===== src/logic/leaf_settings.svh =====
`ifndef LEAF_SETTINGS_SVH
`define LEAF_SETTINGS_SVH

// a tree packet is one 49-bit flit.
`define LEAF_PACKET_BITS 49
`define LEAF_PAYLOAD_BITS 32

// address fields carried in every packet header.
`define LEAF_NUM_LEAF_BITS 5
`define LEAF_NUM_PORT_BITS 4
`define LEAF_NUM_ADDR_BITS 7

// port counts are fixed by the three adder lanes.
`define LEAF_NUM_IN_PORTS 7
`define LEAF_NUM_OUT_PORTS 3

`endif

===== src/logic/leaf_pkg.sv =====
`default_nettype none

`include "leaf_settings.svh"

package leaf_pkg;

    // a configuration packet keeps dest_port at zero and carries a route in its body.
    localparam int cfg_reserved_bits = `LEAF_PACKET_BITS - 1 - 2 * `LEAF_NUM_LEAF_BITS
                                       - 3 * `LEAF_NUM_PORT_BITS;

    // out_port selects sum 1..3, so zero never names a lane.
    localparam int out_sel_bits = $clog2(`LEAF_NUM_OUT_PORTS + 1);

    typedef struct packed {
        logic                            valid;
        logic [`LEAF_NUM_LEAF_BITS-1:0]  dest_leaf;
        logic [`LEAF_NUM_PORT_BITS-1:0]  dest_port;
        logic [`LEAF_NUM_ADDR_BITS-1:0]  addr;
        logic [`LEAF_PAYLOAD_BITS-1:0]   payload;
    } bft_data_t;

    typedef struct packed {
        logic                            valid;
        logic [`LEAF_NUM_LEAF_BITS-1:0]  dest_leaf;
        logic [`LEAF_NUM_PORT_BITS-1:0]  dest_port;
        logic [`LEAF_NUM_PORT_BITS-1:0]  out_port;
        logic [`LEAF_NUM_LEAF_BITS-1:0]  route_leaf;
        logic [`LEAF_NUM_PORT_BITS-1:0]  route_port;
        logic [cfg_reserved_bits-1:0]    reserved;
    } bft_config_t;

    // the same flit read as data or as a routing update.
    typedef union packed {
        bft_data_t   data;
        bft_config_t cfg;
    } bft_packet_u;

    // one lane between stages, held until the receiver acks it.
    typedef struct packed {
        logic                          vld;
        logic [`LEAF_PAYLOAD_BITS-1:0] data;
    } port_word_t;

    // a single-cycle routing table write.
    typedef struct packed {
        logic                           en;
        logic [out_sel_bits-1:0]        out_port;
        logic [`LEAF_NUM_LEAF_BITS-1:0] leaf;
        logic [`LEAF_NUM_PORT_BITS-1:0] port;
    } route_write_t;

endpackage

`default_nettype wire


===== src/logic/leaf_i7o3.sv =====
`timescale 1ns/1ps
`default_nettype none

`include "leaf_settings.svh"

module leaf_i7o3
    import leaf_pkg::*;
(
    input  logic        clk,
    input  logic        rst_n,
    input  bft_packet_u din_leaf_bft2interface,
    output bft_packet_u dout_leaf_interface2bft,
    input  logic        resend,
    input  logic        ap_start,
    output logic        overflow
);

    port_word_t                     in_words [`LEAF_NUM_IN_PORTS];
    logic [`LEAF_NUM_IN_PORTS-1:0]  in_acks;
    port_word_t                     sums [`LEAF_NUM_OUT_PORTS];
    logic [`LEAF_NUM_OUT_PORTS-1:0] sum_acks;
    route_write_t                   route_wr;

    // decode stage.
    packet_decoder packet_decoder_inst (
        .clk      (clk),
        .rst_n    (rst_n),
        .din      (din_leaf_bft2interface),
        .in_words (in_words),
        .in_acks  (in_acks),
        .route_wr (route_wr),
        .overflow (overflow)
    );

    // the three adder lanes.
    user_kernel user_kernel_inst (
        .clk      (clk),
        .rst_n    (rst_n),
        .ap_start (ap_start),
        .in_words (in_words),
        .in_acks  (in_acks),
        .sums     (sums),
        .sum_acks (sum_acks)
    );

    // sums go back into the tree here.
    packetizer packetizer_inst (
        .clk      (clk),
        .rst_n    (rst_n),
        .resend   (resend),
        .route_wr (route_wr),
        .sums     (sums),
        .sum_acks (sum_acks),
        .dout     (dout_leaf_interface2bft)
    );

endmodule

`default_nettype wire


===== src/logic/packetizer.sv =====
`timescale 1ns/1ps
`default_nettype none

`include "leaf_settings.svh"

module packetizer
    import leaf_pkg::*;
(
    input  logic         clk,
    input  logic         rst_n,
    input  logic         resend,
    input  route_write_t route_wr,
    input  port_word_t   sums [`LEAF_NUM_OUT_PORTS],
    output logic [`LEAF_NUM_OUT_PORTS-1:0] sum_acks,
    output bft_packet_u  dout
);

    logic [`LEAF_NUM_LEAF_BITS-1:0] route_leaf [`LEAF_NUM_OUT_PORTS];
    logic [`LEAF_NUM_PORT_BITS-1:0] route_port [`LEAF_NUM_OUT_PORTS];
    logic [1:0]                     last_lane;
    logic [1:0]                     pick;
    logic                           any_vld;
    logic                           grant;
    bft_packet_u                    tx_pkt;
    bft_packet_u                    dout_q;

    // search starts one past the lane served last.
    always_comb begin
        int cand;
        any_vld = 1'b0;
        pick    = last_lane;
        for (int off = 1; off <= `LEAF_NUM_OUT_PORTS; off++) begin
            cand = (int'(last_lane) + off) % `LEAF_NUM_OUT_PORTS;
            if (!any_vld && sums[cand].vld) begin
                any_vld = 1'b1;
                pick    = 2'(cand);
            end
        end
    end

    assign grant = any_vld && !resend;

    always_comb begin
        sum_acks = '0;
        if (grant) begin
            sum_acks[pick] = 1'b1;
        end
    end

    always_comb begin
        tx_pkt                = '0;
        tx_pkt.data.valid     = 1'b1;
        tx_pkt.data.dest_leaf = route_leaf[pick];
        tx_pkt.data.dest_port = route_port[pick];
        tx_pkt.data.addr      = '0;
        tx_pkt.data.payload   = sums[pick].data;
    end

    always_ff @(posedge clk) begin
        if (!rst_n) begin
            last_lane <= 2'(`LEAF_NUM_OUT_PORTS - 1);
            dout_q    <= '0;
            for (int k = 0; k < `LEAF_NUM_OUT_PORTS; k++) begin
                route_leaf[k] <= '0;
                route_port[k] <= '0;
            end
        end else begin
            if (route_wr.en && route_wr.out_port != '0) begin
                route_leaf[route_wr.out_port - 1'b1] <= route_wr.leaf;
                route_port[route_wr.out_port - 1'b1] <= route_wr.port;
            end
            // a packet built just before resend rose waits here until it falls.
            if (!resend) begin
                if (grant) begin
                    dout_q    <= tx_pkt;
                    last_lane <= pick;
                end else begin
                    dout_q    <= '0;
                end
            end
        end
    end

    assign dout = resend ? '0 : dout_q;

endmodule

`default_nettype wire


===== src/logic/user_kernel.sv =====
`timescale 1ns/1ps
`default_nettype none

`include "leaf_settings.svh"

module user_kernel
    import leaf_pkg::*;
(
    input  logic       clk,
    input  logic       rst_n,
    input  logic       ap_start,
    input  port_word_t in_words [`LEAF_NUM_IN_PORTS],
    output logic [`LEAF_NUM_IN_PORTS-1:0] in_acks,
    output port_word_t sums [`LEAF_NUM_OUT_PORTS],
    input  logic [`LEAF_NUM_OUT_PORTS-1:0] sum_acks
);

    // in-ports feeding each lane: 1+2, 3+4 and 5+6+7.
    localparam logic [`LEAF_NUM_OUT_PORTS-1:0][`LEAF_NUM_IN_PORTS-1:0] lane_mask = {
        7'b111_0000,
        7'b000_1100,
        7'b000_0011
    };

    logic                                              started;
    logic [`LEAF_NUM_OUT_PORTS-1:0]                    lane_ready;
    logic [`LEAF_NUM_OUT_PORTS-1:0]                    lane_go;
    logic [`LEAF_NUM_OUT_PORTS-1:0][`LEAF_PAYLOAD_BITS-1:0] lane_sum;

    always_comb begin
        for (int k = 0; k < `LEAF_NUM_OUT_PORTS; k++) begin
            lane_ready[k] = 1'b1;
            lane_sum[k]   = '0;
            for (int p = 0; p < `LEAF_NUM_IN_PORTS; p++) begin
                if (lane_mask[k][p]) begin
                    lane_ready[k] = lane_ready[k] && in_words[p].vld;
                    // the adder wraps modulo 2^32.
                    lane_sum[k]   = lane_sum[k] + in_words[p].data;
                end
            end
            lane_go[k] = started && lane_ready[k] && !sums[k].vld;
        end
    end

    // every port of a firing lane is acked in the same cycle.
    always_comb begin
        in_acks = '0;
        for (int k = 0; k < `LEAF_NUM_OUT_PORTS; k++) begin
            if (lane_go[k]) begin
                in_acks = in_acks | lane_mask[k];
            end
        end
    end

    always_ff @(posedge clk) begin
        if (!rst_n) begin
            started <= 1'b0;
        end else if (ap_start) begin
            started <= 1'b1;
        end
    end

    always_ff @(posedge clk) begin
        if (!rst_n) begin
            for (int k = 0; k < `LEAF_NUM_OUT_PORTS; k++) begin
                sums[k].vld <= 1'b0;
            end
        end else begin
            for (int k = 0; k < `LEAF_NUM_OUT_PORTS; k++) begin
                if (lane_go[k]) begin
                    sums[k].vld  <= 1'b1;
                    sums[k].data <= lane_sum[k];
                end else if (sum_acks[k]) begin
                    sums[k].vld  <= 1'b0;
                end
            end
        end
    end

endmodule

`default_nettype wire


===== src/logic/packet_decoder.sv =====
`timescale 1ns/1ps
`default_nettype none

`include "leaf_settings.svh"

module packet_decoder
    import leaf_pkg::*;
(
    input  logic         clk,
    input  logic         rst_n,
    input  bft_packet_u  din,
    output port_word_t   in_words [`LEAF_NUM_IN_PORTS],
    input  logic [`LEAF_NUM_IN_PORTS-1:0] in_acks,
    output route_write_t route_wr,
    output logic         overflow
);

    logic                          pkt_is_cfg;
    logic                          cfg_target_ok;
    logic [`LEAF_NUM_IN_PORTS-1:0] port_hit;
    logic [`LEAF_NUM_IN_PORTS-1:0] port_full;

    // dest_port zero marks a routing update, anything else picks an in-port.
    assign pkt_is_cfg    = din.data.valid && (din.data.dest_port == '0);
    assign cfg_target_ok = (din.cfg.out_port != '0) &&
                           (din.cfg.out_port <= `LEAF_NUM_OUT_PORTS);

    always_comb begin
        for (int p = 0; p < `LEAF_NUM_IN_PORTS; p++) begin
            port_hit[p]  = din.data.valid && (din.data.dest_port == p + 1);
            // a word being acked this cycle frees its slot for the new packet.
            port_full[p] = in_words[p].vld && !in_acks[p];
        end
    end

    always_ff @(posedge clk) begin
        if (!rst_n) begin
            route_wr <= '0;
            overflow <= 1'b0;
            for (int p = 0; p < `LEAF_NUM_IN_PORTS; p++) begin
                in_words[p].vld <= 1'b0;
            end
        end else begin
            route_wr <= '0;
            if (pkt_is_cfg && cfg_target_ok) begin
                route_wr.en       <= 1'b1;
                route_wr.out_port <= din.cfg.out_port[out_sel_bits-1:0];
                route_wr.leaf     <= din.cfg.route_leaf;
                route_wr.port     <= din.cfg.route_port;
            end

            for (int p = 0; p < `LEAF_NUM_IN_PORTS; p++) begin
                if (in_acks[p]) begin
                    in_words[p].vld <= 1'b0;
                end
                if (port_hit[p]) begin
                    if (port_full[p]) begin
                        // the tree cannot be stalled, so the packet is lost.
                        overflow <= 1'b1;
                    end else begin
                        in_words[p].vld  <= 1'b1;
                        in_words[p].data <= din.data.payload;
                    end
                end
            end
        end
    end

endmodule

`default_nettype wire


===== config.mk =====
export PLATFORM = sky130hd
export DESIGN_NAME = leaf_i7o3
export DESIGN_NICKNAME = d
export VERILOG_FILES = /design/src/logic/leaf_pkg.sv /design/src/logic/leaf_i7o3.sv /design/src/logic/packetizer.sv /design/src/logic/user_kernel.sv /design/src/logic/packet_decoder.sv
export VERILOG_INCLUDE_DIRS = /design/src /design/src/logic
export SDC_FILE = /design/constraint.sdc
export NUM_CORES = 1
export LEC_CHECK = 0
export BUFFER_PORTS_ARGS = -buffer_cell sky130_fd_sc_hd__buf_2
export CORE_ASPECT_RATIO = 0.7
export CORE_MARGIN = 3
export CORE_UTILIZATION = 45
export CTS_CLUSTER_DIAMETER = 150
export CTS_CLUSTER_SIZE = 12
export DETAILED_ROUTE_END_ITERATION = 8
export HOLD_SLACK_MARGIN = 0.15
export PLACE_DENSITY = 0.73
export SETUP_SLACK_MARGIN = 0.3
export SYNTH_ARGS = -nofsm -noshare
export SYNTH_HDL_FRONTEND = slang
export SYNTH_SLANG_ARGS = --single-unit

===== constraint.sdc =====
create_clock -name clk -period 12.55 [get_ports clk]
set_clock_uncertainty 0.15 [all_clocks]
set_input_delay 0.6275 -clock clk [delete_from_list [all_inputs] [get_ports clk]]
set_output_delay 0.6275 -clock clk [all_outputs]
set_load 0.05 [all_outputs]

==> results of run 1 <==
worst paths after layout:
| kind | end | start | slack, ns | depth (start not counted) |
|---|---|---|---|---|
| setup / recovery | user_kernel_inst.sums[24] | packet_decoder_inst.in_words[2] | 8.46 | 11 |
| hold / removal | packet_decoder_inst.route_wr[6] | din_leaf_bft2interface[32] | 0.17 | 2 |
| setup reg to reg | user_kernel_inst.sums[24] | packet_decoder_inst.in_words[2] | 8.46 | 11 |
| hold reg to reg | packetizer_inst.dout_q[45] | packetizer_inst.dout_q[45] | 0.29 | 1 |
sequential cells by signal (all words and copies together) (netlist names):
register / flops
packetizer_inst.route_leaf: 20
user_kernel_inst.sums: 99
packet_decoder_inst.overflow: 1
packetizer_inst.dout_q: 42
packetizer_inst.route_port: 16
packet_decoder_inst.route_wr: 12
packet_decoder_inst.in_words: 231
packetizer_inst.last_lane: 2
user_kernel_inst.started: 1
what timing repair did:
action | in CTS | in global routing
hold endpoints to repair | 3 | 0
hold buffers | 3 | 0
buffers inserted | 0 | 0
endpoints found under the setup margin | 0 | 0
power groups by stage:
| stage | logic, uW | clock network [uW] | registers [uW] |
|---|---|---|---|
| floorplan | 54.2 | 0 | 1560 |
| global placement | 87.7 | 0 | 1560 |
| detailed placement | 90.9 | 0 | 1560 |
| CTS | 92.0 | 1170 | 1530 |
| global route | 102 | 1240 | 1530 |
| finish | 93.0 | 1150 | 1530 |
routing by layer:
layer	up-vias	GRT usage, %	routed length (microns)	part of all wire, %
li1	5991	-	-	-
met1	6251	29.0	21300	46
met2	449	29.4	19900	43
met3	79	4.06	3960	8.5
met4	0	5.54	1150	2.5
met5	-	0	0	0
final cells by class:
class,count,share of cell area (%)
multi-input combinational,1027,34.4
inverter,46,0.766
sequential,424,53.5
clock buffer,74,5.29
clock inverter,2,0.0777
timing repair buffer,109,2.67
tap,594,3.30
logic make-up (layout without fill, tap and decap cells):
logic type / after synthesis / count (layout) / synth area share (%)
flops: 424 / 424 / 59.9
mux: 51 / 51 / 2.61
xor+xnor: 76 / 76 / 3.31
buf+inv: 104 / 231 / 2.41
compound gates: 372 / 372 / 12.7
simple gates: 384 / 384 / 9.80
other cells: 1 / 16 / 0.0186
fa+ha+maj: 128 / 128 / 9.23
through the flow:
| step | hold WS, ns | std cells | util [%] | total power [uW] |
|---|---|---|---|---|
| after global routing | 0.175 | 2276 | 51.2 | 2870 |
| after global placement | 0.277 | 2197 | 48.4 | 1650 |
| after floorplan | 0.268 | 1555 | - | 1620 |
| after CTS | 0.154 | 2276 | 51.2 | 2790 |
| final | 0.170 | 2276 | 51.2 | 2780 |
| after detailed placement | 0.282 | 2197 | 48.4 | 1660 |
layout by cell type, fill, tap and decap left out, types with 10 or more instances in the layout:
master / synthesis / final
edfxtp_1: 356 / 356
nor2_1: 100 / 96
ha_1: 94 / 94
buf_2: 9 / 90
a21oi_1: 79 / 79
nand2_1: 72 / 72
dfxtp_1: 68 / 68
nor2b_1: 57 / 57
xnor2_1: 57 / 57
o21ai_0: 56 / 56
and2_1: 46 / 47
inv_1: 45 / 45
clkbuf_16: 0 / 43
a21o_1: 41 / 41
mux2i_1: 39 / 39
fa_1: 34 / 34
nand3_1: 32 / 32
clkbuf_1: 27 / 31
o22ai_1: 23 / 23
xor2_1: 19 / 19
nor3_1: 18 / 18
o21ai_1: 16 / 16
conb_1: 1 / 16
buf_4: 13 / 16
o21a_1: 14 / 14
a211oi_1: 17 / 12
nand2b_1: 12 / 12
a222oi_1: 12 / 12
o21bai_1: 11 / 11
nand4_1: 11 / 11
o211ai_1: 11 / 11
a31oi_1: 10 / 10
a22oi_2: 10 / 10
mux2_2: 10 / 10
a22oi_1: 10 / 10
==> metrics.txt, run 1 <==
Max-cap violations 0; Sequential Power Share a little under three fifths; P_leak roughly 0.0081 uW; status complete, no violations; WP buf/inv 1; # DRC 0; crit-path cells fa_1 > ha_1 > a211oi_1 > o21ai_0 > buf_4 > a31oi_1 > o21ai_0 > a221oi_1 > o21ai_0 > a21oi_1 > xnor2_1; worst path required time about 13 ns; Post-synth EDFFs ~360; post_cts resized 0; Clk pwr share 41.4%; pre-CTS setup slack 8.57 ns; TritonCTS clock tree done; Final Hold Vio Count 0; Top Ports between 100 and 150; register area roughly 0.012 sq mm; worst setup margin ~8.5 ns; synthesized flop and latch total 424; P_int around 2200 uW; number of DRC markers in iteration 0 between 1000 and 1500; Setup CP Type reg2reg; worst rel slew slack a little under a quarter; async set-reset flop share out of synthesis 0%; IR Drop Worst-Case VDD roughly 0.00009 V; die area roughly 0.047 sq mm; Avg Inst Size Synth ~13 sq um; wire per inst 20.4 microns; drt first pass iters 6; fmax approximately 240 MHz; Fin Setup TNS 0 ns; sequential share of the synthesized area roughly three fifths; count of cell types in the netlist between 80 and 90; Synth area leaders edfxtp_1, dfxtp_1, ha_1; minimum clock period after layout 4.09 ns; gpl congestion between 0.9 and 1; Post-synth top flop edfxtp_1; CP top delay family compound AO/OA/AOI/OAI gates; Startpoint Class register; CORE AREA around 0.044 sq mm; Mapped Cells 1540; final non-filler cell area 0.0225 sq mm; Arr. time, crit path ~4.2 ns; Yosys warning total 0; Syn-to-layout area delta 11.9%; hold crit path type in2reg; Skew-Pair Late Insertion Delay 0.55 ns; row cnt 64; post-synth top area share a little over half; area of placed instances about 0.021 sq mm; Avg Vias per Cell 5.61; Max stage delay on crit path between 0.5 and 0.6 ns; power density cells roughly 120 mW/mm^2; Die W 259 microns; Sink Count roughly 420; largest net degree at the start of global routing 65; post-route ant nets 0; Crit-path slowest cell a221oi_1; FILL cells about 3600; mapped cell area slightly above 0.02 sq mm; first-pass GRT wire length roughly 70 mm; clock root cell clkbuf_16; final setup violation count 0; Final Net Count approximately 1800; Initial Util between 40% and 50%; vias post-DR 12800; Slew Viols, Final 0; Ant. Diodes 0; Psw ~570 uW; largest area contributor in the netlist edfxtp_1; CTS max path bufs 3; crit path max fanout 4; RSZ-0062 raised after global routing no; Tot GR Track Use around a fifth; vias in the first global route ~13000; Most Frequent Cell on Critical Path o21ai_0; switching share of power ~21%; period utilization 32.6%; Gate power share under 10%; H-tree levels 2; count leader, synth edfxtp_1; CP Capture Type register; wirelength, routed between 40 and 50 mm; Die Y-Extent around 180 microns; Final HPWL DP around 33 mm; Slew @ Worst Pin between 1 and 1.5 ns; Post-synth top cells edfxtp_1, nor2_1, ha_1; layout cells sized above 1 about an eighth; area occupied by multi-input gates between 0.007 and 0.008 sq mm; GR Overflow Total 0; initial antenna violation count 1; Clock Pin Slew Worst Setup and Hold Paths about 0.06 ns; total CTS buffers 41; Buffers on Ports 90
(Power assumes the default switching activity.)
==> run 2: changes to the inputs <==
==> constraint.sdc (replaced) <==
create_clock -name clk -period 4.1 [get_ports clk]
set_clock_uncertainty 0.15 [all_clocks]
set_input_delay 0.205 -clock clk [delete_from_list [all_inputs] [get_ports clk]]
set_output_delay 0.205 -clock clk [all_outputs]
set_load 0.05 [all_outputs]
==> run 2 against run 1 <==
Global-route usage increased by 0.41 points. Maximum frequency increased by 11%. Clock-buffer cell count decreased by 2. First-iteration DRC count decreased by 2.3%. Total power increased to 3.1 times the previous value. Critical path depth increased by 1. Critical path type unchanged. Largest cell class unchanged.
==> metrics.txt, run 2 (synthesis gave the netlist of run 1 again) <==
HP Start din_leaf_bft2interface[48] (was din_leaf_bft2interface[32]); TritonCTS clock tree done (unchanged); fmax 273 MHz (was 244 MHz); number of DRC markers in iteration 0 1391 (was 1424); leading cell type in the layout, fill and taps excluded edfxtp_1 (unchanged); wire per inst 20.3 microns (was 20.4 microns); FF-to-FF End user_kernel_inst.sums[25] (was user_kernel_inst.sums[24]); Startpoint Class register (unchanged); crit path max fanout 4 (unchanged); Clock Pin Slew Worst Setup and Hold Paths 0.07 ns (was 0.06 ns); critical path startpoint packet_decoder_inst.in_words[1] (was packet_decoder_inst.in_words[2]); Top Ports 103 (unchanged); FF-to-FF setup slack 0.43 ns (was 8.46 ns); total power 8520 uW (was 2780 uW); Largest regs packet_decoder_inst.in_words x231, user_kernel_inst.sums x99, packetizer_inst.dout_q x42 (unchanged); wirelength, routed 47.6 mm (was 46.3 mm); Tot GR Track Use 20.0% (was 19.6%); # DRC 0 (unchanged); dpl cells 2213 (was 2197); R2R Path Start packet_decoder_inst.in_words[1] (was packet_decoder_inst.in_words[2]); FILL cells 3645 (was 3644); final core utilization 52.8% (was 51.2%); CTS max path bufs 3 (unchanged); GR Overflow Total 0 (unchanged); Fin Setup TNS 0 ns (unchanged); Hold Path Depth 4 (was 2); layout cells sized above 1 13.0% (was 12.0%); first-pass GRT wire length 73.2 mm (was 71.3 mm); Syn-to-layout area delta 15.4% (was 11.9%); reg2reg path depth 12 (was 11); IR Drop Worst-Case VDD 0.000249 V (was 0.0000899 V); power density cells 367 mW/mm^2 (was 123 mW/mm^2); die area 0.0473 sq mm (unchanged); final setup violation count 0 (unchanged); Avg Vias per Cell 5.60 (was 5.61); Setup CP Type reg2reg (unchanged); vias post-DR 13100 (was 12800); P_leak 0.00840 uW (was 0.00807 uW); Die Y-Extent 183 microns (unchanged); Final Hold Vio Count 0 (unchanged); most frequent cells in the layout edfxtp_1, nor2_1, ha_1 (unchanged); worst rel slew slack 25.1% (was 23.0%); Buffers on Ports 90 (unchanged); minimum clock period after layout 3.67 ns (was 4.09 ns); Slew @ Worst Pin 1.12 ns (was 1.15 ns); initial antenna violation count 2 (was 1); status complete, no violations (unchanged); hold_ws 0.189 ns (was 0.170 ns); Sink Count 424 (unchanged); total CTS buffers 41 (unchanged); Non-Filler Instances 2343 (was 2276); drt first pass iters 7 (was 6); period utilization 89.5% (was 32.6%); hold crit path type in2reg (unchanged); Slew Viols, Final 0 (unchanged); H-tree levels 2 (unchanged); Final HPWL DP 33.7 mm (was 32.5 mm); row cnt 64 (unchanged); hold worst-path end packet_decoder_inst.in_words[32] (was packet_decoder_inst.route_wr[6]); worst path required time 4.23 ns (was 12.69 ns); RSZ-0062 raised after global routing yes (was no); gpl congestion 0.911 (was 0.939); vias in the first global route 12800 (was 12600); Die W 259 microns (unchanged); Skew-Pair Late Insertion Delay 0.55 ns (about the same); Final Net Count 1898 (was 1830); largest net degree at the start of global routing 64 (was 65); Arr. time, crit path 3.80 ns (was 4.23 ns); CP Capture Type register (unchanged); post-route ant nets 0 (unchanged); clock root cell clkbuf_16 (unchanged); Max-cap violations 0 (unchanged); Reg with most FFs packet_decoder_inst.in_words (unchanged); CORE AREA 0.0440 sq mm (unchanged); Initial Util 45.8% (unchanged); max reg flops 231 (unchanged)
-- run 2: cell types whose count changed in the layout (fill, tap and decap cells not counted), moves of 2 or more --
cell	delta
a31oi_1	-3
o21ai_0	-3
a31oi_2	+2
buf_4	+17
o21ai_1	+2
dlygate4sd3_1	+50
clkbuf_1	-2
-- run 2: worst max-delay path by stage --
| stage | end | cells past startpoint |
|---|---|---|
| detailed placement | user_kernel_inst.sums[27] | 12 |
| global route | user_kernel_inst.sums[29] | 12 |
| CTS | user_kernel_inst.sums[24] | 11 |
| finish | user_kernel_inst.sums[25] | 12 |
| global placement | user_kernel_inst.sums[29] | 12 |
| floorplan | packet_decoder_inst.in_words[0] | 4 |
-- run 2: timing repair --
action,4_1_cts,5_1_grt
gates resized for setup,1,11
endpoints found under the setup margin,1,8
hold endpoints to repair,254,0
hold buffers,53,0
pin swaps,0,4
setup buffers,0,2
-- run 2: layout make-up --
| type | count | area [sq um] | share of cell area [%] |
|---|---|---|---|
| Antenna cell | 1 | 2.50 | 0.0108 |
| Clock buffer | 72 | 1180 | 5.10 |
| Clock inverter | 2 | 17.5 | 0.0754 |
| Inverter | 46 | 173 | 0.744 |
| Multi-Input combinational cell | 1027 | 7800 | 33.6 |
| Sequential cell | 424 | 12100 | 51.9 |
| Tap cell | 594 | 743 | 3.20 |
| Timing Repair Buffer | 177 | 1250 | 5.38 |
-- run 2: critical path: stages (launching register included) --
cell and delay (ns):
edfxtp_1 0.40, fa_1 0.49, ha_1 0.25, inv_1 0.09, fa_2 0.22, nor2b_1 0.06, o31a_1 0.30, o21ai_2 0.25
a31oi_4 0.15, a221o_1 0.45, a41o_1 0.27, a21o_1 0.18, xor2_1 0.14
-- run 2: power breakdown --
part | internal, uW | switching [uW] | total (uW)
registers | 4680 | 10.7 | 4700
clock network | 1960 | 1540 | 3500
logic | 118 | 206 | 324
total | 6760 | 1760 | 8520
-- run 2: per-stage QoR --
step,cell area (sq um),setup WS [ns]
CTS,23200,0.352
global route,23200,0.284
detailed placement,21400,0.325
floorplan,20200,0.181
finish,23200,0.431
global placement,21400,0.462
-- run 2: per-layer routing --
metal	global-route usage [%]	vias to the layer above	part of all wire [%]
met1	29.8	6346	46
li1	-	6137	-
met2	29.7	547	43
met3	3.88	85	8.5
met5	0	-	0
met4	6.13	0	2.6
==> run 3: changes to the inputs <==
--- a/config.mk
+++ b/config.mk
@@ -13,8 +13,9 @@
 export CTS_CLUSTER_DIAMETER = 150
 export CTS_CLUSTER_SIZE = 12
 export DETAILED_ROUTE_END_ITERATION = 8
+export GPL_TIMING_DRIVEN = 0
 export HOLD_SLACK_MARGIN = 0.15
-export PLACE_DENSITY = 0.73
+export PLACE_DENSITY = 0.75
 export SETUP_SLACK_MARGIN = 0.3
 export SYNTH_ARGS = -nofsm -noshare
 export SYNTH_HDL_FRONTEND = slang
==> constraint.sdc (replaced) <==
create_clock -name clk -period 3.2 [get_ports clk]
set_clock_uncertainty 0.15 [all_clocks]
set_input_delay 0.16 -clock clk [delete_from_list [all_inputs] [get_ports clk]]
set_output_delay 0.16 -clock clk [all_outputs]
set_load 0.05 [all_outputs]
==> run 3 against run 2 <==
Core utilization rose by 5.1 points. Critical path depth did not move. The flow now finishes with violations (setup timing). Non-clock buffer count rose by 114. Final area rose by 9.6%. Sequential share of layout area fell by 4.5 points. Sequential power rose by 28%. Flip-flop and latch count did not move.
==> metrics.txt, run 3 (synthesis gave the netlist of run 1 again) <==
fmax 271 MHz (was 273 MHz); final setup violation count 13 (was 0); post-route ant nets 0 (unchanged); Final Hold Vio Count 0 (unchanged); Final Net Count 2012 (was 1898); Reg with most FFs packet_decoder_inst.in_words (unchanged); FF-to-FF End user_kernel_inst.sums[31] (was user_kernel_inst.sums[25]); Largest regs packet_decoder_inst.in_words x231, user_kernel_inst.sums x99, packetizer_inst.dout_q x42 (unchanged); power density cells 432 mW/mm^2 (was 367 mW/mm^2); Sink Count 424 (unchanged); worst rel slew slack 28.3% (was 25.1%); Die W 259 microns (unchanged); IR Drop Worst-Case VDD 0.000345 V (was 0.000249 V); switching share of power 21.1% (was 20.6%); worst path required time 3.38 ns (was 4.23 ns); Clk pwr share 40.8% (was 41.1%); final core utilization 57.9% (was 52.8%); drt first pass iters 8 (was 7); failing checks setup timing; P_int 8680 uW (was 6760 uW); Skew-Pair Late Insertion Delay 0.55 ns (about the same); Top Ports 103 (unchanged); Tot GR Track Use 21.2% (was 20.0%); CTS max path bufs 3 (unchanged); Ant. Diodes 0 (was 1); Initial Util 45.8% (unchanged); Gate power share 4.5% (was 3.8%); Crit-path slowest cell fa_1 (unchanged); Max-cap violations 0 (unchanged); CORE AREA 0.0440 sq mm (unchanged); crit path max fanout 3 (was 4); TritonCTS clock tree done (unchanged); RSZ-0062 raised after global routing yes (unchanged); wirelength, routed 52.8 mm (was 47.6 mm); Psw 2320 uW (was 1760 uW); Startpoint Class register (unchanged); period utilization 115% (was 89.5%); vias post-DR 14000 (was 13100); area of placed instances 0.0218 sq mm (was 0.0214 sq mm); gpl congestion 0.911 (about the same); hold crit path type in2reg (unchanged); largest net degree at the start of global routing 32 (was 64); H-tree levels 2 (unchanged); Avg Vias per Cell 5.72 (was 5.60); FF-to-FF setup slack -0.49 ns (was 0.43 ns); clock root cell clkbuf_16 (unchanged); max reg flops 231 (unchanged); Slew Viols, Final 0 (unchanged); most frequent cells in the layout edfxtp_1, buf_2, nor2_1 (was edfxtp_1, nor2_1, ha_1); Arr. time, crit path 3.87 ns (was 3.80 ns); FILL cells 3253 (was 3645); GR Overflow Total 0 (unchanged); status complete, but fails checks (was complete, no violations); layout cells sized above 1 25.0% (was 13.0%); vias in the first global route 13500 (was 12800); Non-Filler Instances 2451 (was 2343); # DRC 0 (unchanged); Setup CP Type reg2reg (unchanged); die area 0.0473 sq mm (unchanged); first-pass GRT wire length 76.9 mm (was 73.2 mm); Buffers on Ports 86 (was 90); pre-CTS setup slack -1.02 ns (was 0.325 ns); Die Y-Extent 183 microns (unchanged); P_leak 0.00919 uW (was 0.00840 uW); R2R Path Start packet_decoder_inst.in_words[1] (unchanged); HP Start din_leaf_bft2interface[35] (was din_leaf_bft2interface[48]); minimum clock period after layout 3.69 ns (was 3.67 ns); crit-path cells fa_1 > ha_4 > inv_2 > fa_2 > nor2b_4 > o31a_1 > o21ai_2 > a31oi_4 > a221o_1 > a21oi_2 > buf_4 > a211oi_4 (was fa_1 > ha_1 > inv_1 > fa_2 > nor2b_1 > o31a_1 > o21ai_2 > a31oi_4 > a221o_1 > a41o_1 > a21o_1 > xor2_1); dpl cells 2250 (was 2213); Syn-to-layout area delta 26.4% (was 15.4%); hold worst-path end packet_decoder_inst.route_wr[9] (was packet_decoder_inst.in_words[32]); number of DRC markers in iteration 0 1423 (was 1391); worst setup margin -0.493 ns (was 0.431 ns); initial antenna violation count 1 (was 2); total power 11000 uW (was 8520 uW); total CTS buffers 41 (unchanged); Final HPWL DP 35.2 mm (was 33.7 mm); CP Capture Type register (unchanged); Max stage delay on crit path 0.60 ns (was 0.49 ns); Slew @ Worst Pin 1.07 ns (was 1.12 ns); Clock Pin Slew Worst Setup and Hold Paths 0.06 ns (was 0.07 ns); row cnt 64 (unchanged); leading cell type in the layout, fill and taps excluded edfxtp_1 (unchanged); wire per inst 21.5 microns (was 20.3 microns); Sequential Power Share 54.7% (was 55.1%); final non-filler cell area 0.0254 sq mm (was 0.0232 sq mm); reg2reg path depth 12 (unchanged); Hold Path Depth 3 (was 4)
run 3: cell types whose count changed in the layout (fill, tap and decap cells not counted), sizes merged:
cell and change:
clkbuf +21, diode -1, buf +89, dlygate4sd3 -1
run 3: metal layers:
| layer | wire length (microns) | up-vias | GRT usage (%) |
|---|---|---|---|
| met5 | 14 | - | 0 |
| met4 | 1330 | 2 | 5.54 |
| met3 | 5110 | 95 | 3.74 |
| met2 | 23800 | 612 | 32.4 |
| met1 | 22500 | 6939 | 31.5 |
| li1 | - | 6365 | - |
run 3: final cells by class:
type / instances / area (sq um) / area share [%]
well taps: 594 / 743 / 2.92
flip-flops and latches: 424 / 12100 / 47.4
clock buffers: 67 / 1170 / 4.58
repair buffers: 233 / 1920 / 7.56
inverters: 46 / 178 / 0.698
clock inverters: 2 / 17.5 / 0.0688
multi-input cells: 1027 / 8950 / 35.2
plain buffers: 58 / 410 / 1.61
run 3: metrics by stage:
| stage | setup TNS, ns | hold slack, ns |
|---|---|---|
| floorplan | -69.07 | 0.109 |
| global placement | -516.64 | 0.227 |
| detailed placement | -9.58 | 0.226 |
| CTS | -2.49 | 0.197 |
| global route | -5.06 | 0.235 |
| finish | -3.45 | 0.222 |
run 3: power by group through the flow:
stage	combinational (uW)	clock [uW]	sequential [uW]
final	498	4490	6020
after floorplan	216	0	6130
after global routing	537	4780	6010
after global placement	353	0	6130
after CTS	456	4550	6020
after detailed placement	376	0	6140
run 3: how the worst max path moves through the flow:
stage | from | endpoint | slack (ns) | cells past startpoint
after floorplan | user_kernel_inst.sums[32] | packet_decoder_inst.in_words[0] | -0.72 | 4
after global placement | rst_n | packet_decoder_inst.in_words[81] | -3.67 | 4
after detailed placement | packet_decoder_inst.in_words[67] | user_kernel_inst.sums[31] | -1.02 | 11
after CTS | packet_decoder_inst.in_words[1] | user_kernel_inst.sums[31] | -0.39 | 12
after global routing | packet_decoder_inst.in_words[1] | user_kernel_inst.sums[31] | -0.58 | 12
final | packet_decoder_inst.in_words[1] | user_kernel_inst.sums[31] | -0.49 | 12
run 3: critical path: cells and delay by family (launching register included):
family	cells	cell delay [ns]
and+or+nand+nor	1	0.13
buffers and inverters	2	0.20
adders and majority gates	3	1.12
DFF	1	0.40
AOI/OAI and AO/OA	6	1.46
run 3: what timing repair did:
action	CTS	global route
gates resized for setup	130	159
hold endpoints to repair	272	0
setup buffers	35	42
hold buffers	52	0
setup endpoints to repair	108	98
pin swaps	57	80
cloned	2	1
